===== config.mk =====
export PLATFORM = sky130hd
export DESIGN_NAME = exec_top
export DESIGN_NICKNAME = d
export VERILOG_FILES = /design/src/hw/exec_pkg.sv /design/src/hw/exec_ifs.sv /design/src/hw/csr_unit.sv /design/src/hw/exec_top.sv /design/src/hw/execute_stage.sv /design/src/hw/instr_decoder.sv /design/src/hw/int_alu.sv /design/src/hw/iter_multiplier.sv
export VERILOG_INCLUDE_DIRS = /design/src /design/src/include
export SDC_FILE = /design/constraint.sdc
export NUM_CORES = 2
export LEC_CHECK = 0
export BUFFER_PORTS_ARGS = -buffer_cell sky130_fd_sc_hd__clkbuf_2
export CORE_MARGIN = 2
export CORE_UTILIZATION = 40
export DETAILED_ROUTE_END_ITERATION = 10
export PLACE_DENSITY = 0.63
export REMOVE_ABC_BUFFERS = 1
export SLEW_MARGIN = 20
export SYNTH_ARGS = -nofsm -noshare
export SYNTH_HDL_FRONTEND = slang
export SYNTH_SLANG_ARGS = --single-unit

===== constraint.sdc =====
create_clock -name clk -period 16.1 [get_ports clk]
set_input_delay 4.83 -clock clk [delete_from_list [all_inputs] [get_ports clk]]
set_output_delay 4.83 -clock clk [all_outputs]
set_load 0.02 [all_outputs]

===== src/include/exec_config.svh =====
`ifndef EXEC_CONFIG_SVH
`define EXEC_CONFIG_SVH

// data path width and register index width.
`define XLEN 32
`define REG_AW 5

// one step per multiplier bit plus the sign correction.
`define MUL_STEPS 33

`endif


===== src/hw/exec_pkg.sv =====
`include "exec_config.svh"

package exec_pkg;

  typedef logic [`XLEN-1:0] word_t;
  typedef logic [`REG_AW-1:0] reg_addr_t;
  typedef logic [11:0] csr_addr_t;
  typedef logic [3:0] ecause_t;

  typedef enum logic [3:0] {
    ALU_ADD, ALU_SUB, ALU_SLL, ALU_SLT, ALU_SLTU,
    ALU_XOR, ALU_SRL, ALU_SRA, ALU_OR, ALU_AND
  } alu_op_e;

  // encoded as funct3[1:0] of the M extension.
  typedef enum logic [1:0] {MOP_MUL, MOP_MULH, MOP_MULHSU, MOP_MULHU} mul_op_e;

  typedef enum logic [1:0] {CSR_RW, CSR_RS, CSR_RC} csr_op_e;

  typedef enum logic [1:0] {MUL_IDLE, MUL_RUN, MUL_DONE} mul_state_e;

  localparam ecause_t CAUSE_ILLEGAL = 4'd2;
  localparam ecause_t CAUSE_BREAKPOINT = 4'd3;
  localparam ecause_t CAUSE_ECALL_M = 4'd11;

  typedef struct packed {
    word_t imm;
    logic use_imm;
    logic rd_wr;
    logic lui;
    logic auipc;
    logic jal;
    logic jalr;
    logic is_mul;
    logic is_csr;
    alu_op_e alu_op;
    mul_op_e mul_op;
    csr_op_e csr_op;
    logic ecall;
    logic ebreak;
    logic illegal;
  } ctrl_t;

endpackage


===== src/hw/exec_ifs.sv =====
interface mul_if import exec_pkg::*; ();
  word_t rdata1;
  word_t rdata2;
  mul_op_e op;
  logic enable;
  word_t result;
  logic ready;

  modport stage (output rdata1, rdata2, op, enable, input result, ready);
  modport unit (input rdata1, rdata2, op, enable, output result, ready);
endinterface

interface csr_if import exec_pkg::*; ();
  csr_addr_t raddr;
  word_t rdata;
  logic wren;
  csr_addr_t waddr;
  word_t wdata;
  // exception capture, pulsed once at retirement.
  logic exc;
  word_t epc;
  ecause_t ecause;
  word_t etval;

  modport stage (
    output raddr, wren, waddr, wdata, exc, epc, ecause, etval,
    input rdata
  );
  modport unit (
    input raddr, wren, waddr, wdata, exc, epc, ecause, etval,
    output rdata
  );
endinterface


===== src/hw/csr_unit.sv =====
module csr_unit import exec_pkg::*; (
  input logic clk,
  input logic rst,
  csr_if.unit c
);

  localparam csr_addr_t ADDR_MSCRATCH = 12'h340;
  localparam csr_addr_t ADDR_MEPC = 12'h341;
  localparam csr_addr_t ADDR_MCAUSE = 12'h342;
  localparam csr_addr_t ADDR_MTVAL = 12'h343;

  word_t mscratch;
  word_t mepc;
  word_t mcause;
  word_t mtval;

  always_comb begin
    case (c.raddr)
      ADDR_MSCRATCH: c.rdata = mscratch;
      ADDR_MEPC: c.rdata = mepc;
      ADDR_MCAUSE: c.rdata = mcause;
      ADDR_MTVAL: c.rdata = mtval;
      default: c.rdata = '0;
    endcase
  end

  always_ff @(posedge clk) begin
    if (!rst) begin
      mscratch <= '0;
      mepc <= '0;
      mcause <= '0;
      mtval <= '0;
    end else if (c.exc) begin
      // a trap takes priority over any write from the same instruction.
      mepc <= c.epc;
      mcause <= word_t'(c.ecause);
      mtval <= c.etval;
    end else if (c.wren) begin
      case (c.waddr)
        ADDR_MSCRATCH: mscratch <= c.wdata;
        ADDR_MEPC: mepc <= c.wdata;
        ADDR_MCAUSE: mcause <= c.wdata;
        ADDR_MTVAL: mtval <= c.wdata;
        default: mscratch <= mscratch;
      endcase
    end
  end

endmodule


===== src/hw/exec_top.sv =====
module exec_top import exec_pkg::*; (
  input logic clk,
  input logic rst,
  input logic in_valid,
  input word_t in_instr,
  input word_t in_pc,
  input word_t in_rdata1,
  input word_t in_rdata2,
  input logic clear,
  output logic stall,
  output logic wb_wren,
  output reg_addr_t wb_waddr,
  output word_t wb_wdata,
  output logic exc_valid,
  output ecause_t exc_cause
);

  ctrl_t ctrl;
  word_t alu_res;

  mul_if mul_bus ();
  csr_if csr_bus ();

  instr_decoder decoder_inst (
    .instr (in_instr),
    .ctrl (ctrl)
  );

  int_alu alu_inst (
    .rdata1 (in_rdata1),
    .rdata2 (in_rdata2),
    .imm (ctrl.imm),
    .use_imm (ctrl.use_imm),
    .op (ctrl.alu_op),
    .res (alu_res)
  );

  iter_multiplier multiplier_inst (
    .clk (clk),
    .rst (rst),
    .m (mul_bus.unit)
  );

  csr_unit csr_inst (
    .clk (clk),
    .rst (rst),
    .c (csr_bus.unit)
  );

  execute_stage stage_inst (
    .clk (clk),
    .rst (rst),
    .in_valid (in_valid),
    .in_instr (in_instr),
    .in_pc (in_pc),
    .in_rdata1 (in_rdata1),
    .in_rdata2 (in_rdata2),
    .ctrl (ctrl),
    .alu_res (alu_res),
    .clear (clear),
    .m (mul_bus.stage),
    .c (csr_bus.stage),
    .stall (stall),
    .wb_wren (wb_wren),
    .wb_waddr (wb_waddr),
    .wb_wdata (wb_wdata),
    .exc_valid (exc_valid),
    .exc_cause (exc_cause)
  );

endmodule


===== src/hw/execute_stage.sv =====
module execute_stage import exec_pkg::*; (
  input logic clk,
  input logic rst,
  input logic in_valid,
  input word_t in_instr,
  input word_t in_pc,
  input word_t in_rdata1,
  input word_t in_rdata2,
  input ctrl_t ctrl,
  input word_t alu_res,
  input logic clear,
  mul_if.stage m,
  csr_if.stage c,
  output logic stall,
  output logic wb_wren,
  output reg_addr_t wb_waddr,
  output word_t wb_wdata,
  output logic exc_valid,
  output ecause_t exc_cause
);

  reg_addr_t rd;
  reg_addr_t rs1;
  word_t npc;
  word_t result;
  logic accept;
  logic exc;
  ecause_t cause;

  logic mul_busy;
  logic mul_start;
  logic mul_done;
  reg_addr_t mul_rd;
  word_t mul_a;
  word_t mul_b;
  mul_op_e mul_op_q;

  assign rd = in_instr[11:7];
  assign rs1 = in_instr[19:15];
  assign npc = in_pc + word_t'(4);

  assign stall = mul_busy;
  assign accept = in_valid && !mul_busy && !clear;

  // a ready left over from a killed multiply can line up with the new enable.
  assign mul_done = mul_busy && !mul_start && m.ready;

  always_comb begin
    exc = 1'b1;
    cause = CAUSE_ILLEGAL;
    if (ctrl.illegal) begin
      cause = CAUSE_ILLEGAL;
    end else if (ctrl.ebreak) begin
      cause = CAUSE_BREAKPOINT;
    end else if (ctrl.ecall) begin
      cause = CAUSE_ECALL_M;
    end else begin
      exc = 1'b0;
    end
  end

  always_comb begin
    if (ctrl.lui) begin
      result = ctrl.imm;
    end else if (ctrl.auipc) begin
      result = in_pc + ctrl.imm;
    end else if (ctrl.jal || ctrl.jalr) begin
      result = npc;
    end else if (ctrl.is_csr) begin
      result = c.rdata;
    end else begin
      result = alu_res;
    end
  end

  always_comb begin
    case (ctrl.csr_op)
      CSR_RS: c.wdata = c.rdata | in_rdata1;
      CSR_RC: c.wdata = c.rdata & ~in_rdata1;
      default: c.wdata = in_rdata1;
    endcase
  end

  // set and clear with rs1 = x0 only read the CSR.
  assign c.raddr = in_instr[31:20];
  assign c.waddr = in_instr[31:20];
  assign c.wren = accept && ctrl.is_csr && !exc && (ctrl.csr_op == CSR_RW || rs1 != '0);
  assign c.exc = accept && exc;
  assign c.epc = in_pc;
  assign c.ecause = cause;
  assign c.etval = in_instr;

  assign m.enable = mul_start;
  assign m.rdata1 = mul_a;
  assign m.rdata2 = mul_b;
  assign m.op = mul_op_q;

  always_ff @(posedge clk) begin
    if (!rst) begin
      mul_busy <= 1'b0;
      mul_start <= 1'b0;
      wb_wren <= 1'b0;
      exc_valid <= 1'b0;
    end else begin
      mul_start <= 1'b0;
      wb_wren <= 1'b0;
      exc_valid <= 1'b0;
      if (clear) begin
        mul_busy <= 1'b0;
      end else if (mul_done) begin
        mul_busy <= 1'b0;
        wb_wren <= mul_rd != '0;
      end else if (accept) begin
        exc_valid <= exc;
        if (ctrl.is_mul && !exc) begin
          mul_busy <= 1'b1;
          mul_start <= 1'b1;
        end else begin
          wb_wren <= ctrl.rd_wr && !exc && rd != '0;
        end
      end
    end
  end

  always_ff @(posedge clk) begin
    if (accept) begin
      mul_rd <= rd;
      mul_a <= in_rdata1;
      mul_b <= in_rdata2;
      mul_op_q <= ctrl.mul_op;
      exc_cause <= cause;
    end
    if (mul_done) begin
      wb_waddr <= mul_rd;
      wb_wdata <= m.result;
    end else if (accept) begin
      wb_waddr <= rd;
      wb_wdata <= result;
    end
  end

endmodule


===== src/hw/instr_decoder.sv =====
module instr_decoder import exec_pkg::*; (
  input word_t instr,
  output ctrl_t ctrl
);

  logic [6:0] opcode;
  logic [2:0] funct3;
  logic [6:0] funct7;
  word_t imm_i;
  word_t imm_u;
  word_t imm_j;

  assign opcode = instr[6:0];
  assign funct3 = instr[14:12];
  assign funct7 = instr[31:25];
  assign imm_i = {{20{instr[31]}}, instr[31:20]};
  assign imm_u = {instr[31:12], 12'b0};
  assign imm_j = {{12{instr[31]}}, instr[19:12], instr[20], instr[30:21], 1'b0};

  function automatic alu_op_e f3_op(logic [2:0] f3, logic alt);
    case (f3)
      3'b000: return alt ? ALU_SUB : ALU_ADD;
      3'b001: return ALU_SLL;
      3'b010: return ALU_SLT;
      3'b011: return ALU_SLTU;
      3'b100: return ALU_XOR;
      3'b101: return alt ? ALU_SRA : ALU_SRL;
      3'b110: return ALU_OR;
      default: return ALU_AND;
    endcase
  endfunction

  always_comb begin
    ctrl = '0;
    case (opcode)
      7'b0110011: begin
        ctrl.rd_wr = 1'b1;
        if (funct7 == 7'b0000001) begin
          // division is not implemented here.
          ctrl.is_mul = 1'b1;
          ctrl.mul_op = mul_op_e'(funct3[1:0]);
          ctrl.illegal = funct3[2];
        end else begin
          ctrl.alu_op = f3_op(funct3, funct7[5]);
          ctrl.illegal = !(funct7 == 7'b0000000 ||
                           (funct7 == 7'b0100000 && (funct3 == 3'b000 || funct3 == 3'b101)));
        end
      end
      7'b0010011: begin
        ctrl.rd_wr = 1'b1;
        ctrl.use_imm = 1'b1;
        ctrl.imm = imm_i;
        ctrl.alu_op = f3_op(funct3, funct3 == 3'b101 && funct7[5]);
        if (funct3 == 3'b001) begin
          ctrl.illegal = funct7 != 7'b0000000;
        end else if (funct3 == 3'b101) begin
          ctrl.illegal = funct7 != 7'b0000000 && funct7 != 7'b0100000;
        end
      end
      7'b0110111: begin
        ctrl.rd_wr = 1'b1;
        ctrl.lui = 1'b1;
        ctrl.imm = imm_u;
      end
      7'b0010111: begin
        ctrl.rd_wr = 1'b1;
        ctrl.auipc = 1'b1;
        ctrl.imm = imm_u;
      end
      7'b1101111: begin
        ctrl.rd_wr = 1'b1;
        ctrl.jal = 1'b1;
        ctrl.imm = imm_j;
      end
      7'b1100111: begin
        ctrl.rd_wr = 1'b1;
        ctrl.jalr = 1'b1;
        ctrl.imm = imm_i;
        ctrl.illegal = funct3 != 3'b000;
      end
      7'b1110011: begin
        if (instr == 32'h0000_0073) begin
          ctrl.ecall = 1'b1;
        end else if (instr == 32'h0010_0073) begin
          ctrl.ebreak = 1'b1;
        end else begin
          ctrl.is_csr = 1'b1;
          ctrl.rd_wr = 1'b1;
          case (funct3)
            3'b001: ctrl.csr_op = CSR_RW;
            3'b010: ctrl.csr_op = CSR_RS;
            3'b011: ctrl.csr_op = CSR_RC;
            default: ctrl.illegal = 1'b1;
          endcase
        end
      end
      default: ctrl.illegal = 1'b1;
    endcase
  end

endmodule


===== src/hw/int_alu.sv =====
module int_alu import exec_pkg::*; (
  input word_t rdata1,
  input word_t rdata2,
  input word_t imm,
  input logic use_imm,
  input alu_op_e op,
  output word_t res
);

  word_t opb;
  logic [4:0] shamt;

  assign opb = use_imm ? imm : rdata2;
  assign shamt = opb[4:0];

  always_comb begin
    case (op)
      ALU_ADD: res = rdata1 + opb;
      ALU_SUB: res = rdata1 - opb;
      ALU_SLL: res = rdata1 << shamt;
      ALU_SLT: res = word_t'($signed(rdata1) < $signed(opb));
      ALU_SLTU: res = word_t'(rdata1 < opb);
      ALU_XOR: res = rdata1 ^ opb;
      ALU_SRL: res = rdata1 >> shamt;
      ALU_SRA: res = word_t'($signed(rdata1) >>> shamt);
      ALU_OR: res = rdata1 | opb;
      ALU_AND: res = rdata1 & opb;
      default: res = '0;
    endcase
  end

endmodule


===== src/hw/iter_multiplier.sv =====
`include "exec_config.svh"

module iter_multiplier import exec_pkg::*; (
  input logic clk,
  input logic rst,
  mul_if.unit m
);

  localparam int CW = $clog2(`MUL_STEPS + 1);

  mul_state_e state;
  logic [CW-1:0] cnt;
  logic [2*`XLEN-1:0] acc;
  word_t mcand;
  word_t mplier;
  word_t corr;
  mul_op_e op_q;
  logic a_signed;
  logic b_signed;

  assign a_signed = (m.op == MOP_MULH) || (m.op == MOP_MULHSU);
  assign b_signed = (m.op == MOP_MULH);

  // the unsigned product is too large in the high word by this amount
  // for each operand that is negative as a signed value.
  assign corr = ((a_signed && m.rdata1[`XLEN-1]) ? m.rdata2 : '0) +
                ((b_signed && m.rdata2[`XLEN-1]) ? m.rdata1 : '0);

  always_ff @(posedge clk) begin
    if (!rst) begin
      state <= MUL_IDLE;
    end else if (m.enable) begin
      state <= MUL_RUN;
    end else if (state == MUL_RUN && cnt == CW'(`MUL_STEPS - 1)) begin
      state <= MUL_DONE;
    end else if (state == MUL_DONE) begin
      state <= MUL_IDLE;
    end
  end

  // msb-first shift-add. the negated correction sits in the low word and
  // reaches the high word after all shifts. the load edge already covers
  // the correction and the top bit, so the count starts at two.
  always_ff @(posedge clk) begin
    if (m.enable) begin
      op_q <= m.op;
      mcand <= m.rdata1;
      mplier <= m.rdata2 << 1;
      acc <= ({{`XLEN{1'b0}}, -corr} << 1) +
             (m.rdata2[`XLEN-1] ? {{`XLEN{1'b0}}, m.rdata1} : '0);
      cnt <= CW'(2);
    end else if (state == MUL_RUN) begin
      acc <= (acc << 1) + (mplier[`XLEN-1] ? {{`XLEN{1'b0}}, mcand} : '0);
      mplier <= mplier << 1;
      cnt <= cnt + CW'(1);
    end
  end

  assign m.ready = (state == MUL_DONE);
  assign m.result = (op_q == MOP_MUL) ? acc[`XLEN-1:0] : acc[2*`XLEN-1:`XLEN];

endmodule


==> results.py <==
metrics = {
    "worst_setup_path": {
        "start_kind": "input pin",
        "worst-path-buf-inv": 4,
        "slowest_delay_ps": 700,
        "reg2regPathDepth": 28,
        "worstPathRequired_ps": 16450,
        "reg2reg_to": "multiplier_inst.acc[32]",
        "crit_type": "in -> reg",
        "rrSetupSlack_ps": 8470,
        "crit_arrival_ps": 10770,
        "path_cells": "clkbuf_2 -> buf_4 -> or3_1 -> o21ai_0 -> and2_2 -> inv_1 -> buf_4 -> ha_1 -> o21a_1 -> o31a_1 -> o21a_1 -> o211ai_1 -> a31oi_1 -> o21ai_0 -> a21oi_1 -> o21ai_0 -> a2111oi_0 -> a211oi_2",
        "reg2reg_from": "stage_inst.m.op[0]",
        "crit_slowest_cell": "a31oi_1",
        "cp_max_fo": 50,
        "path_delay_family": "compound AO/OA/AOI/OAI gates",
        "crit_path_frequent_cell": "o21ai_0",
        "end_kind": "flip-flop",
    },
    "logic_synthesis": {
        "synth.top_cell.area_share": 0.201,
        "synth.avg_cell_area_um2": 8.12,
        "yosysTopAreaCell": "edfxtp_1",
        "syn_area_um2": 35600,
        "ys_ff_latch": 379,
        "synth_area_leaders": "edfxtp_1 (20%), ha_1 (9.0%), dfxtp_1 (7.9%)",
        "yosysWarnings": 0,
        "synth_edf_count": 239,
        "postSynthCellCount": 4390,
        "synth_cell_type_count": 102,
        "synthFlopType": "edfxtp_1",
        "ys_seq_area_frac": 0.280,
        "synthArstFlopShare": 0,
    },
    "placed_design": {
        "routabilityCongestion": 1.06,
        "dp_hpwl_um": 128000,
        "placed_area_um2": 37500,
        "io_buffers": 173,
    },
    "timing": {
        "timing.fmax_ghz": 0.0959,
        "tns_ps": 0,
        "final_max_slew_viol_count": 0,
        "finalCritPeriodShare": 0.647,
        "post-route-min-period_ps": 10420,
        "skew_ps": 26.9,
        "hold_violations": 0,
        "relSlewSlack": 0.161,
        "rsz0062_at_grt": "false",
        "worstMarginPinSlew_ps": 1250,
        "setup_violations": 0,
        "holdWs_ps": 445,
    },
    "floorplanning": {
        "core_um2": 88400,
        "die_area_um2": 91500,
        "io-pin-count": 176,
        "rows": 109,
        "fp.dieH_um": 303,
        "die_w_um": 303,
        "initial_core_util": 0.403,
    },
    "pwr": {
        "ir_drop_mv": 0.115,
        "p_leak_nw": 16.3,
        "power_density_nw_per_um2": 84.2,
    },
    "global_routing": {
        "grt.overflow.total": 0,
        "grt_pass1_wl_um": 243000,
        "antenna_found_initial": 18,
        "grt_max_degree": 88,
        "grt_pass1_vias": 34173,
        "grt_use_total": 0.362,
    },
    "layout": {
        "final_common_cell": "nand2_1",
        "finalInstanceArea_um2": 39300,
        "drive_gt1_frac": 0.117,
        "area_growth_pct": 10.1,
        "n_fill_cell": 8974,
        "finalNetCount": 4799,
        "final_util": 0.444,
        "layout_common_cells": "nand2_1 (540), a21oi_1 (377), nor2_1 (356), o21ai_0 (258), ha_1 (254)",
    },
    "clock_tree": {
        "cts-resized-gates": 0,
        "cts_hold_buf": 0,
        "clk_pin_slew_worst_paths_ps": 60,
        "htree_levels": 2,
        "cts_buffers": 49,
        "ctsLongestPathBuffers": 3,
        "clkSinkCount": 379,
        "cts_tree": "yes",
        "cts_setup_buffers": 0,
        "cts_root_buf": "clkbuf_16",
        "clk_latency_ps": 630,
    },
    "drt": {
        "drt_iter0_markers": 4416,
        "drt_pass1_iterations": 6,
        "ant_nets": 0,
        "routedWlPerCell_um": 30.5,
        "wirelength_um": 172000,
        "drc": 0,
        "vias": 36553,
        "viasPerCell": 6.51,
    },
    "min_path": {
        "whs_endpoint": "multiplier_inst.mcand[23]",
        "hp-class": "reg -> reg",
        "hold_start": "stage_inst.m.rdata1[23]",
        "min_path_cells": 0,
    },
    "run": {
        "cap_violations": 0,
    },
    "run_status": {
        "status": "completed",
    },
}
## flip-flops by register name, indices dropped and copies added, names as in the netlist, 5 cells and up
name / cells
multiplier_inst.cnt: 6
stage_inst.wb_waddr: 5
multiplier_inst.mplier: 31
multiplier_inst.mcand: 32
stage_inst.m.rdata1: 32
stage_inst.m.rdata2: 32
csr_inst.mscratch: 32
csr_inst.mcause: 32
stage_inst.wb_wdata: 32
multiplier_inst.acc: 64
csr_inst.mtval: 32
stage_inst.mul_rd: 5
csr_inst.mepc: 32
## worst max path at each step
stage | startpoint | to | slack (ps) | cells after the start
finish | in_instr[5] | stage_inst.wb_wdata[28] | 5680 | 18
global route | in_instr[5] | stage_inst.wb_wdata[28] | 5520 | 18
CTS | in_instr[5] | stage_inst.wb_wdata[28] | 5890 | 18
detailed placement | in_instr[5] | stage_inst.wb_wdata[28] | 5250 | 18
global placement | in_instr[5] | stage_inst.wb_wdata[28] | 5260 | 18
floorplan | clear | csr_inst.mcause[10] | 5320 | 5
## cell type report
cell class | instances | area [um2] | area share
multi-input cells | 3569 | 24000 | 0.612
repair buffers | 260 | 1520 | 0.0388
inverters | 148 | 557 | 0.0142
well taps | 1165 | 1460 | 0.0371
diodes | 6 | 15.0 | 0.000382
clock inverters | 33 | 430 | 0.0110
flip-flops and latches | 379 | 9980 | 0.254
clock buffers | 56 | 1260 | 0.0322
## power breakdown
part / internal (mW) / leakage (nW) / total (mW) / switching, mW
sequential: 1.07 / 3.33 / 1.09 / 0.0243
combinational: 0.368 / 12.1 / 1.02 / 0.652
clock: 0.710 / 0.813 / 1.20 / 0.486
total: 2.14 / 16.3 / 3.31 / 1.16
## logic make-up (layout without fill, tap and decap cells)
| kind of cell | count (synthesis) | after routing | share of synthesized area |
|---|---|---|---|
| other | 2 | 8 | 0.000211 |
| and+or+nand+nor | 1502 | 1502 | 0.197 |
| muxes | 253 | 253 | 0.0848 |
| buffers and inverters | 442 | 497 | 0.0488 |
| DFF | 379 | 379 | 0.280 |
| xor gates and xnor gates | 163 | 163 | 0.0400 |
| AOI/OAI and AO/OA | 1388 | 1388 | 0.257 |
| adders and majority gates | 261 | 261 | 0.0924 |
## per-layer routing
layer | GRT usage | share of wire | up-vias
li1 | - | - | 16188
met3 | 0.0762 | 0.097 | 477
met5 | 0 | 0.00071 | -
met2 | 0.566 | 0.44 | 2067
met1 | 0.479 | 0.41 | 17801
met4 | 0.170 | 0.055 | 20
## synthesized netlist by cell type, types with 18 or more instances
cell type / instances
nor2_1: 360
o21ai_0: 258
o31ai_1: 30
o22ai_1: 25
xnor2_1: 99
buf_1: 32
o21a_1: 48
nand3_1: 125
clkbuf_1: 224
o211ai_1: 58
dfxtp_1: 140
or2_2: 20
mux2i_1: 150
a31oi_1: 57
or3_1: 41
a21oi_1: 378
o221ai_1: 23
ha_1: 256
inv_1: 142
mux4_2: 32
and3_1: 44
a21boi_0: 49
o21bai_1: 34
a221oi_1: 31
o211a_1: 38
nor3_1: 74
a211oi_1: 66
nand2b_1: 22
nor2b_1: 47
a21o_1: 124
buf_2: 30
nand4_1: 37
xor2_1: 64
mux2_2: 71
and2_1: 118
o2111ai_1: 20
nand2_1: 544
edfxtp_1: 239
a211o_1: 18
## through the flow
stage,setup slack (ps),power [mW],instances
6_report,5680,3.31,5616
5_1_grt,5520,3.43,5610
4_1_cts,5890,3.29,5609
3_5_place_dp,5250,2.09,5520
3_3_place_gp,5260,2.09,5520
2_1_floorplan,5320,1.75,4096
No activity file was read; power rests on OpenSTA's default activity.
